--- src/rtl/har_cfg.svh ---
`ifndef HAR_CFG_SVH
`define HAR_CFG_SVH

// Features per sample and the bits in each
`define HAR_N_FEAT 12
`define HAR_FEAT_W 4

`define HAR_N_HID 40    // Signed projections, one hidden bit each

`define HAR_N_CLASS 6

// Raw decisions kept for the majority vote
`define HAR_VOTE_WIN 5

`endif
--- src/rtl/har_pkg.sv ---
`include "har_cfg.svh"

package har_pkg;

    // Feature 0 sits in the most significant nibble
    typedef logic [`HAR_N_FEAT*`HAR_FEAT_W-1:0] feat_vec_t;

    typedef logic [`HAR_N_HID-1:0] hid_vec_t;   // Bit j is projection j

    typedef logic [7:0] proj_sum_t;             // Holds 12 x 15

    typedef logic [5:0] score_t;                // 0 to 40 agreeing bits

    typedef score_t [`HAR_N_CLASS-1:0] score_vec_t;  // Class 0 in the lowest field

    typedef logic [2:0] class_t;

    // Bit i set puts feature i in the positive set, clear puts it in the negative set
    localparam logic [`HAR_N_FEAT-1:0] PROJ_POS_MASK [0:`HAR_N_HID-1] = '{
        12'hA39, 12'hE61, 12'h60D, 12'h024,     // 0 to 3
        12'h305, 12'h382, 12'hE31, 12'hE16,     // 4 to 7
        12'hEF8, 12'hD55, 12'hD44, 12'h68C,     // 8 to 11
        12'h195, 12'h12F, 12'h0C0, 12'hE3C,     // 12 to 15
        12'h5F4, 12'h2EB, 12'h1B7, 12'h349,     // 16 to 19
        12'h9E6, 12'hEE8, 12'h0F3, 12'hA3C,     // 20 to 23
        12'h67A, 12'h9CE, 12'hC3F, 12'h901,     // 24 to 27
        12'h181, 12'hBAD, 12'hD01, 12'h107,     // 28 to 31
        12'h985, 12'h4F5, 12'hA6A, 12'hE71,     // 32 to 35
        12'hAF2, 12'hC72, 12'h32D, 12'h4D9      // 36 to 39
    };

    // A set bit means the class scores a point when that hidden bit is 1,
    // a clear bit means it scores when the hidden bit is 0
    localparam hid_vec_t CLASS_SIGNATURE [0:`HAR_N_CLASS-1] = '{
        40'h72_4509_C3C4,
        40'h7F_6031_8FC1,
        40'h54_66AD_CB4D,
        40'hE7_DE35_C22A,
        40'hD6_FCA5_5A74,
        40'hE7_D82F_9628
    };

endpackage

--- src/rtl/har_top.sv ---
`timescale 1ns/1ps

module har_top (
    input  logic               clk,
    input  logic               rst_n,
    input  logic               in_valid,
    input  har_pkg::feat_vec_t features,
    output logic               raw_valid,
    output har_pkg::class_t    raw_class,
    output logic               smooth_valid,
    output har_pkg::class_t    smooth_class,
    output logic               window_full
);

    logic              hid_valid;
    har_pkg::hid_vec_t hid_bits;

    hidden_projection u_hidden_projection (
        .clk       (clk),
        .rst_n     (rst_n),
        .in_valid  (in_valid),
        .features  (features),
        .hid_valid (hid_valid),
        .hid_bits  (hid_bits)
    );

    // Per-class scores stay inside the scorer
    class_scorer u_class_scorer (
        .clk        (clk),
        .rst_n      (rst_n),
        .hid_valid  (hid_valid),
        .hid_bits   (hid_bits),
        .raw_valid  (raw_valid),
        .raw_class  (raw_class),
        .raw_scores ()
    );

    vote_smoother u_vote_smoother (
        .clk          (clk),
        .rst_n        (rst_n),
        .raw_valid    (raw_valid),
        .raw_class    (raw_class),
        .smooth_valid (smooth_valid),
        .smooth_class (smooth_class),
        .window_full  (window_full)
    );

endmodule

--- src/rtl/vote_smoother.sv ---
`timescale 1ns/1ps
`include "har_cfg.svh"

module vote_smoother (
    input  logic            clk,
    input  logic            rst_n,
    input  logic            raw_valid,
    input  har_pkg::class_t raw_class,
    output logic            smooth_valid,
    output har_pkg::class_t smooth_class,
    output logic            window_full
);

    localparam int CNT_W = $clog2(`HAR_VOTE_WIN + 1);

    har_pkg::class_t              hist_class [0:`HAR_VOTE_WIN-1];  // Entry 0 is the newest
    logic [`HAR_VOTE_WIN-1:0]     hist_occ;
    har_pkg::class_t              next_class [0:`HAR_VOTE_WIN-1];
    logic [`HAR_VOTE_WIN-1:0]     next_occ;
    har_pkg::class_t              vote_class;
    logic                         vote_seen;

    // History as it will look once the incoming decision is shifted in
    always_comb begin
        next_class[0] = raw_class;
        next_occ[0]   = 1'b1;
        for (int k = 1; k < `HAR_VOTE_WIN; k++) begin
            next_class[k] = hist_class[k-1];
            next_occ[k]   = hist_occ[k-1];
        end
    end

    always_comb begin
        logic [CNT_W-1:0] count;
        logic [CNT_W-1:0] best_count;
        best_count = '0;
        vote_class = '0;
        for (int c = 0; c < `HAR_N_CLASS; c++) begin
            count = '0;
            for (int k = 0; k < `HAR_VOTE_WIN; k++) begin
                if (next_occ[k] && next_class[k] == har_pkg::class_t'(c))
                    count = count + 1'b1;
            end
            if (count > best_count) begin  // Lowest class keeps a tie
                best_count = count;
                vote_class = har_pkg::class_t'(c);
            end
        end
    end

    always_ff @(posedge clk) begin
        if (!rst_n) begin
            hist_occ     <= '0;
            smooth_valid <= 1'b0;
        end else begin
            smooth_valid <= raw_valid;
            if (raw_valid)
                hist_occ <= next_occ;
        end
    end

    always_ff @(posedge clk) begin
        if (raw_valid) begin
            hist_class   <= next_class;
            smooth_class <= vote_class;
        end
    end

    assign window_full = &hist_occ;  // Flags only fill up until the next reset

    // The smoothed class must be held by at least one occupied entry
    always_comb begin
        vote_seen = 1'b0;
        for (int k = 0; k < `HAR_VOTE_WIN; k++) begin
            if (hist_occ[k] && hist_class[k] == smooth_class)
                vote_seen = 1'b1;
        end
    end

    assert property (@(posedge clk) disable iff (!rst_n) smooth_valid == $past(raw_valid))
        else $error("smooth_valid does not follow raw_valid by one cycle");
    assert property (@(posedge clk) disable iff (!rst_n) smooth_valid |-> vote_seen)
        else $error("smooth_class %0d not found in the history", smooth_class);

endmodule

--- src/rtl/class_scorer.sv ---
`timescale 1ns/1ps
`include "har_cfg.svh"

module class_scorer (
    input  logic                clk,
    input  logic                rst_n,
    input  logic                hid_valid,
    input  har_pkg::hid_vec_t   hid_bits,
    output logic                raw_valid,
    output har_pkg::class_t     raw_class,
    output har_pkg::score_vec_t raw_scores
);

    har_pkg::score_vec_t scores;
    har_pkg::class_t     best_class;

    // A hidden bit agrees with a class when it matches the signature bit
    always_comb begin
        for (int c = 0; c < `HAR_N_CLASS; c++) begin
            scores[c] = har_pkg::score_t'($countones(~(hid_bits ^ har_pkg::CLASS_SIGNATURE[c])));
        end
    end

    argmax #(
        .N_IN    (`HAR_N_CLASS),
        .SCORE_W ($bits(har_pkg::score_t))
    ) u_argmax (
        .scores    (scores),
        .max_index (best_class)
    );

    always_ff @(posedge clk) begin
        if (!rst_n) begin
            raw_valid <= 1'b0;
        end else begin
            raw_valid <= hid_valid;
        end
    end

    always_ff @(posedge clk) begin
        if (hid_valid) begin
            raw_scores <= scores;
            raw_class  <= best_class;
        end
    end

    // No class agrees on more bits than there are projections or beats the registered winner
    for (genvar c = 0; c < `HAR_N_CLASS; c++) begin : g_score_chk
        assert property (@(posedge clk) disable iff (!rst_n)
            raw_valid |-> raw_scores[c] <= har_pkg::score_t'(`HAR_N_HID)
                          && raw_scores[c] <= raw_scores[raw_class])
            else $error("class %0d score %0d above limit or above the winner", c, raw_scores[c]);
    end

endmodule

--- src/rtl/hidden_projection.sv ---
`timescale 1ns/1ps
`include "har_cfg.svh"

module hidden_projection (
    input  logic               clk,
    input  logic               rst_n,
    input  logic               in_valid,
    input  har_pkg::feat_vec_t features,
    output logic               hid_valid,
    output har_pkg::hid_vec_t  hid_bits
);

    har_pkg::hid_vec_t proj_bits;

    always_comb begin
        har_pkg::proj_sum_t     pos_sum;
        har_pkg::proj_sum_t     neg_sum;
        logic [`HAR_FEAT_W-1:0] feat;
        for (int j = 0; j < `HAR_N_HID; j++) begin
            pos_sum = '0;
            neg_sum = '0;
            for (int i = 0; i < `HAR_N_FEAT; i++) begin
                feat = features[(`HAR_N_FEAT-1-i)*`HAR_FEAT_W +: `HAR_FEAT_W];
                if (har_pkg::PROJ_POS_MASK[j][i])
                    pos_sum = pos_sum + har_pkg::proj_sum_t'(feat);
                else
                    neg_sum = neg_sum + har_pkg::proj_sum_t'(feat);
            end
            proj_bits[j] = (pos_sum >= neg_sum);  // Equal sums give a 1
        end
    end

    always_ff @(posedge clk) begin
        if (!rst_n) begin
            hid_valid <= 1'b0;
        end else begin
            hid_valid <= in_valid;
        end
    end

    always_ff @(posedge clk) begin
        if (in_valid) begin
            hid_bits <= proj_bits;
        end
    end

    // Downstream stages qualify everything on this strobe
    assert property (@(posedge clk) disable iff (!rst_n) !$isunknown(hid_valid))
        else $error("hid_valid unknown");

endmodule

--- src/rtl/argmax.sv ---
`timescale 1ns/1ps

module argmax #(
    parameter int N_IN    = 6,
    parameter int SCORE_W = 6
) (
    input  logic [N_IN*SCORE_W-1:0]   scores,
    output logic [$clog2(N_IN)-1:0]   max_index
);

    localparam int IDX_W = $clog2(N_IN);

    always_comb begin
        logic [SCORE_W-1:0] best_score;
        logic [SCORE_W-1:0] win_score;
        logic               first_max;
        best_score = scores[SCORE_W-1:0];
        max_index  = '0;
        // Strictly greater keeps the first maximum, so ties go to the lower index
        for (int i = 1; i < N_IN; i++) begin
            if (scores[i*SCORE_W +: SCORE_W] > best_score) begin
                best_score = scores[i*SCORE_W +: SCORE_W];
                max_index  = IDX_W'(i);
            end
        end

        // The index must name a real candidate that no lower index ties and no higher index beats
        first_max = (int'(max_index) < N_IN);
        win_score = '0;
        if (first_max)
            win_score = scores[int'(max_index)*SCORE_W +: SCORE_W];
        for (int i = 0; i < N_IN; i++) begin
            if (i < int'(max_index) && scores[i*SCORE_W +: SCORE_W] >= win_score)
                first_max = 1'b0;
            if (i > int'(max_index) && scores[i*SCORE_W +: SCORE_W] > win_score)
                first_max = 1'b0;
        end
        assert (first_max)
            else $error("argmax index %0d is not the first maximum", max_index);
    end

endmodule

--- config.mk ---
export PLATFORM = sky130hd
export DESIGN_NAME = har_top
export DESIGN_NICKNAME = d
export VERILOG_FILES = /design/src/rtl/har_pkg.sv /design/src/rtl/har_top.sv /design/src/rtl/vote_smoother.sv /design/src/rtl/class_scorer.sv /design/src/rtl/hidden_projection.sv /design/src/rtl/argmax.sv
export VERILOG_INCLUDE_DIRS = /design/src /design/src/rtl
export SDC_FILE = /design/constraint.sdc
export NUM_CORES = 2
export LEC_CHECK = 0
export BUFFER_PORTS_ARGS = -buffer_cell sky130_fd_sc_hd__buf_4
export CAP_MARGIN = 20
export CORE_UTILIZATION = 61
export CTS_BUF_LIST = sky130_fd_sc_hd__clkbuf_2
export DETAILED_ROUTE_END_ITERATION = 8
export GPL_TIMING_DRIVEN = 0
export PLACE_DENSITY = 0.89
export SYNTH_ARGS = -nofsm -noshare
export SYNTH_HDL_FRONTEND = slang
export SYNTH_SLANG_ARGS = --single-unit
export TNS_END_PERCENT = 100
--- constraint.sdc ---
create_clock -name clk -period 11.65 [get_ports clk]
set_clock_uncertainty 0.15 [all_clocks]
set_input_delay 2.33 -clock clk [delete_from_list [all_inputs] [get_ports clk]]
set_output_delay 2.33 -clock clk [all_outputs]
set_load 0.01 [all_outputs]
Yosys cells after proc, flatten, opt, wreduce, memory -nomap -nowiden
Cells that the tools add are included.
{ "op_classes": {"addsub": 509, "order_cmp": 51, "eq_ne": 25, "n_mux": 47, "bitwise": 12, "n_reduce_logical": 32} }
{ "ops": {"columns": ["op", "count"], "rows": [
  ["$add A8 B4 Y8", 231],
  ["$add A6 B6 Y6", 114],
  ["$ge A8 B8 Y1", 40],
  ["$add A1 B1 Y2", 120],
  ["$not A40 Y40", 6],
  ["$add A4 B4 Y5", 20],
  ["$mux W3", 31],
  ["$add A3 B1 Y3 const B", 18],
  ["$not A21 Y21", 2],
  ["$eq A3 B2 Y1 const B", 10],
  ["$eq A3 B3 Y1 const B", 10],
  ["$gt A6 B6 Y1", 5],
  ["$logic_and A1 B1 Y1", 24],
  ["$mux W6", 4],
  ["$not A23 Y23", 1],
  ["$not A22 Y22", 1],
  ["$not A20 Y20", 1],
  ["$not A16 Y16", 1],
  ["$eq A3 B1 Y1 const B", 5],
  ["$gt A3 B3 Y1", 5],
  ["$logic_not A3 Y1", 5],
  ["$add A1 B1 Y2 const B", 6],
  ["$mux W1", 10],
  ["$reduce_and A5 Y1", 1],
  ["3 further kinds", 5]
]} }
{ "totals": {"regBits": 66, "inputBits": 51, "output_inout_bits": 9, "elab_cells": 689} }

Logic depth before layout (Yosys ltp)
{ "depth": {"word_depth": 22, "ltp_mapped": 64, "mapped_depth_nobuf": 63} }

By module
A second synthesis with hierarchy kept.
{ "unflattened": {"hier_cells": 5039, "area_unflattened_um2": 47808.4} }
{ "by_module_without_submodules": {"columns": ["mod", "instances", "cells_each", "area_per_inst_um2", "seq_area_each_um2"], "rows": [
  ["hidden_projection", 1, 3838, 35725.5, 1221.2],
  ["class_scorer", 1, 693, 7877.6, 1191.1],
  ["vote_smoother", 1, 302, 2687.6, 570.5],
  ["argmax", 1, 206, 1517.7, 0.0]
]} }

Least setup slack after synthesis
Ideal clock, no wire load.
{ "synth_path": {"path_kind": "reg2reg", "startpoint": "register u_hidden_projection.hid_bits[2]", "endpoint": "register u_class_scorer.raw_class[2] (data pin)", "setup_time_ps": 303, "t_arrival_ps": 12325, "required_time_ps": 11197, "path_slack_ps": -1128, "stages_incl_launch_ff": 59, "n_path_buf": 0, "synth_period_minus_slack_ps": 12778, "cell_sequence": "edfxtp_1 -> inv_1 -> ha_1 -> inv_1 -> ha_1 -> ha_1 -> a21oi_1 -> xnor2_1 -> ha_1 -> fa_1 -> fa_1 -> inv_1 -> fa_1 -> inv_1 -> fa_1 -> ha_1 -> fa_1 -> xnor2_1 -> [... 23 more ...] -> nor2b_1 -> o21a_1 -> o21ai_0 -> nand2b_1 -> a21oi_1 -> nor2b_1 -> o32ai_1 -> o21ai_0 -> o22ai_1 -> ha_1 -> nor2b_1 -> o21a_1 -> o21ai_0 -> nand2b_1 -> a21oi_1 -> nor2b_1 -> o22ai_1 -> nand2_1"} }
{ "synth_between": {"elab_chain_len": 18, "elab_cells_between_ends": 56, "classes_between": "add/sub: 36; order compare: 5; mux: 5; bitwise: 9; reduce/logical: 1"} }
{ "synth_lines": {"columns": ["item", "line", "text"], "rows": [
  ["from (decl)", "hidden_projection.sv:10", "output har_pkg::hid_vec_t hid_bits"],
  ["from (signal assigned)", "hidden_projection.sv:43", "hid_bits <= proj_bits;"],
  ["$not A16 Y16 (no line)", null, null],
  ["$not A40 Y40", "class_scorer.sv:20", "scores[c] = har_pkg::score_t'($countones(~(hid_bits ^ har_pkg::CLASS_SIGNATURE[c])));"],
  ["$add A1 B1 Y2 (implied by the code)", "class_scorer.sv:20", null],
  ["$add A6 B6 Y6 (implied by the code) (5 in a row)", "class_scorer.sv:20", null],
  ["$gt A6 B6 Y1", "argmax.sv:21", "if (scores[i*SCORE_W +: SCORE_W] > best_score) begin"],
  ["$mux W6", "argmax.sv:21", null],
  ["$gt A6 B6 Y1", "argmax.sv:21", null],
  ["$mux W6", "argmax.sv:21", null],
  ["$gt A6 B6 Y1", "argmax.sv:21", null],
  ["$mux W6", "argmax.sv:21", null],
  ["$gt A6 B6 Y1", "argmax.sv:21", null],
  ["$mux W6", "argmax.sv:21", null],
  ["$gt A6 B6 Y1", "argmax.sv:21", null],
  ["$reduce_or A2 Y1 (no line)", null, null],
  ["to (signal assigned)", "class_scorer.sv:43", "raw_class <= best_class;"],
  ["to (decl)", "class_scorer.sv:10", "output har_pkg::class_t raw_class,"]
]} }
Several ways; a longest one is shown, not always the timed one.
A chain may end at the register's enable or synchronous reset.

Worst setup path in the final report
{ "layout_path": {"startpoint": "register u_hidden_projection.hid_bits[0]", "endpoint": "register u_class_scorer.raw_class[0] (data pin)"} }
{ "layout_between": {"elab_chain_len": 17, "elab_cells_between_ends": 57, "classes_between": "add/sub: 36; order compare: 5; mux: 8; bitwise: 8"} }
{ "layout_lines": {"columns": ["item", "line"], "rows": [
  ["$not A20 Y20 (no line)", null],
  ["$not A40 Y40", "class_scorer.sv:20"],
  ["$add A1 B1 Y2 (implied by the code)", "class_scorer.sv:20"],
  ["$add A6 B6 Y6 (implied by the code) (5 in a row)", "class_scorer.sv:20"],
  ["$gt A6 B6 Y1", "argmax.sv:21"],
  ["$mux W6", "argmax.sv:21"],
  ["$gt A6 B6 Y1", "argmax.sv:21"],
  ["$mux W6", "argmax.sv:21"],
  ["$gt A6 B6 Y1", "argmax.sv:21"],
  ["$mux W6", "argmax.sv:21"],
  ["$gt A6 B6 Y1", "argmax.sv:21"],
  ["$mux W6", "argmax.sv:21"],
  ["$gt A6 B6 Y1", "argmax.sv:21"]
]} }
Several ways; a longest one is shown, not always the timed one.

==> key figures <==
GRT
  – Total GRT Usage: 35.0%
  – Total gr overflow: 0
  – Global-route wire length before repair: 208000 um
  – Largest net degree at the start of global routing: 42
  – Number of global-route vias before repair: 38800
  – Initial antenna violation count: 2

Worst setup path
  – Critical Path Source Type: register
  – Crit path max-delay cell type: fa_2
  – Crit path max fanout: 5
  – Worst Reg2Reg Path Length in Cells: 56
  – Worst Path Buf+Inv: 8
  – Crit. End Element: register
  – CP arrival: 12580 ps
  – CP max stage delay: 570 ps
  – CP Class: reg -> reg
  – Critical path required time: 11850 ps
  – Crit path depth: 56
  – Top delay family on crit path: adder cells

Routing
  – Vias: 36500
  – DRT antenna net count: 0
  – Routed WL: 135000 um
  – Iter 0 DRT Violations: 2744
  – Via density: 5.83
  – WL/cell: 21.5 um
  – Pre-Repair DR Iteration Count: 6
  – DRC errors left: 0

Yosys
  – Post-synth ARST share: 0%
  – Post-synth cell types: 78
  – Synth Instances: 5059
  – Register area share after synthesis: 4.00%
  – Mapped cell area: 47500 um^2
  – Warnings from Yosys: 0
  – #FFs+latches synth: 66
  – Main synth FF type: edfxtp_1
  – Mean Syn Cell Area: 9.40 um^2
  – EDFF count, synth: 58

Layout
  – Share of cells above drive strength 1: 6.05%
  – Nets: 7079
  – Area Growth Syn to Fin: 6.76%
  – Commonest non-fill, non-tap cell in the layout: inv_1
  – Most frequent cells in the layout: 1235 x inv_1, 1045 x ha_1, 731 x fa_1
  – Fill count: 5771

Outcome
  – Failing checks: setup timing
  – Status: finished with violations

STA
  – Slew HR: 23.9%
  – Max Clock Freq: 80.8 MHz
  – Final hold vios: 0
  – Slew of the pin with the lowest slew margin: 1140 ps
  – Setup Viol. Count Final: 3
  – Period utilisation layout: 106%
  – Worst setup margin: -734 ps
  – Slew Viols, Final: 0
  – Min cycle time layout: 12380 ps
  – Final setup TNS: -2150 ps
  – RSZ-0062 raised after global routing: true

Clocking
  – CTS root buf: clkbuf_2
  – H-tree Lvls: 3
  – Cts hold-fix bufs: 0
  – Clock latency on the worst-skew pair: 560 ps
  – Clock buffer depth: 2
  – Clock sinks: 66
  – Clock transition at path regs: 250 ps
  – CTS tree: built
  – Total CTS buffers: 9

Flow run
  – MaxCap Viol Count: 0

Floorplanning
  – Die area: 79100 um^2
  – IO Count: 60
  – Core ar.: 77300 um^2
  – Die W: 281 um
  – Initial Util: 61.5%
  – Die height: 281 um
  – Row cnt: 102

Placed design
  – PortBufs: 59
  – Post-DP HPWL: 108000 um
  – RePlAce Congestion: 0.990

Worst hold path
  – Hold Crit Depth: 0
  – Worst Hold Class: reg -> reg
## state kept, by name, indices dropped and copies added, names as in the netlist
register / count
u_vote_smoother.hist_occ: 5
u_vote_smoother.smooth_valid: 1
u_vote_smoother.hist_class: 12
u_vote_smoother.smooth_class: 3
u_hidden_projection.hid_bits: 40
u_class_scorer.raw_class: 3
u_hidden_projection.hid_valid: 1
u_class_scorer.raw_valid: 1
## final cells by class
| cell class | count | area [um^2] | share of cell area, % |
|---|---|---|---|
| Antenna cell | 5 | 12.5 | 0.0246 |
| Buffer | 4 | 28.8 | 0.0567 |
| Clock buffer | 10 | 50.0 | 0.0986 |
| Clock inverter | 6 | 33.8 | 0.0665 |
| Inverter | 1286 | 4850 | 9.55 |
| Multi-Input combinational cell | 3705 | 41300 | 81.3 |
| Sequential cell | 66 | 1900 | 3.75 |
| Tap cell | 1040 | 1300 | 2.56 |
| Timing Repair Buffer | 143 | 1310 | 2.58 |
## path summary, 6_finish.rpt
kind	from	to	slack, ps
hold / removal	u_vote_smoother.hist_class[8]	u_vote_smoother.hist_class[5]	340
setup / recovery	u_hidden_projection.hid_bits[0]	u_class_scorer.raw_class[0]	-730
setup reg to reg	u_hidden_projection.hid_bits[0]	u_class_scorer.raw_class[0]	-730
hold reg to reg	u_vote_smoother.hist_class[8]	u_vote_smoother.hist_class[5]	340
## cells in the mapped netlist, types with 13 or more instances
library cell     n  area (um^2)
a21o_1         272         2040
a21oi_1        360         1800
a31oi_1         13         81.3
edfxtp_1        58         1740
fa_1           741        14800
ha_1          1072        13400
inv_1         1286         4830
nand2_1         63          236
nand2b_1       114          713
nand3_1         33          165
nor2_1         104          390
nor2b_1        155          970
nor3_1          16         80.1
o21a_1          19          143
o21ai_0        155          776
o21bai_1        24          180
xnor2_1        236         2070
xor2_1         175         1530
## through the flow
stage | hold WS, ps | setup WS (ps) | utilization (%) | std cells | area [um^2]
2_1_floorplan | 325 | -128 | - | 5061 | 47800
3_3_place_gp | 337 | -1230 | 64.1 | 6160 | 49600
3_5_place_dp | 357 | -1410 | 64.5 | 6177 | 49900
4_1_cts | 343 | -509 | 65.3 | 6236 | 50500
5_1_grt | 390 | -1140 | 65.6 | 6261 | 50800
6_report | 338 | -734 | 65.6 | 6265 | 50800
## what timing repair did
action,CTS,global route
pin swaps,55,43
buffers inserted,43,24
gates resized for setup,40,29
hold endpoints to repair,0,0
cloned,0,0
endpoints found under the setup margin,3,3
## kinds of logic (layout without fill, tap and decap cells)
| family | Yosys count | after routing | synth area share (%) |
|---|---|---|---|
| buffers and inverters | 1290 | 1449 | 10.2 |
| multiplexers | 27 | 27 | 0.671 |
| AO/OA/AOI/OAI | 892 | 892 | 11.5 |
| adder cells (fa/ha/maj) | 1813 | 1813 | 59.4 |
| AND/OR/NAND/NOR | 556 | 556 | 6.57 |
| XOR/XNOR | 413 | 413 | 7.64 |
| other | 2 | 9 | 0.0158 |
| flip-flops | 66 | 66 | 4.00 |
## metal layers
| metal | global-route usage, % | share of wire (%) |
|---|---|---|
| met1 | 41.1 | 36 |
| met2 | 56.7 | 45 |
| met3 | 7.52 | 10 |
| met4 | 25.6 | 8.8 |
| met5 | 0 | 0 |
Power is not shown: default switching activity piles up to over one toggle a cycle in this logic, so the estimate is an artifact.
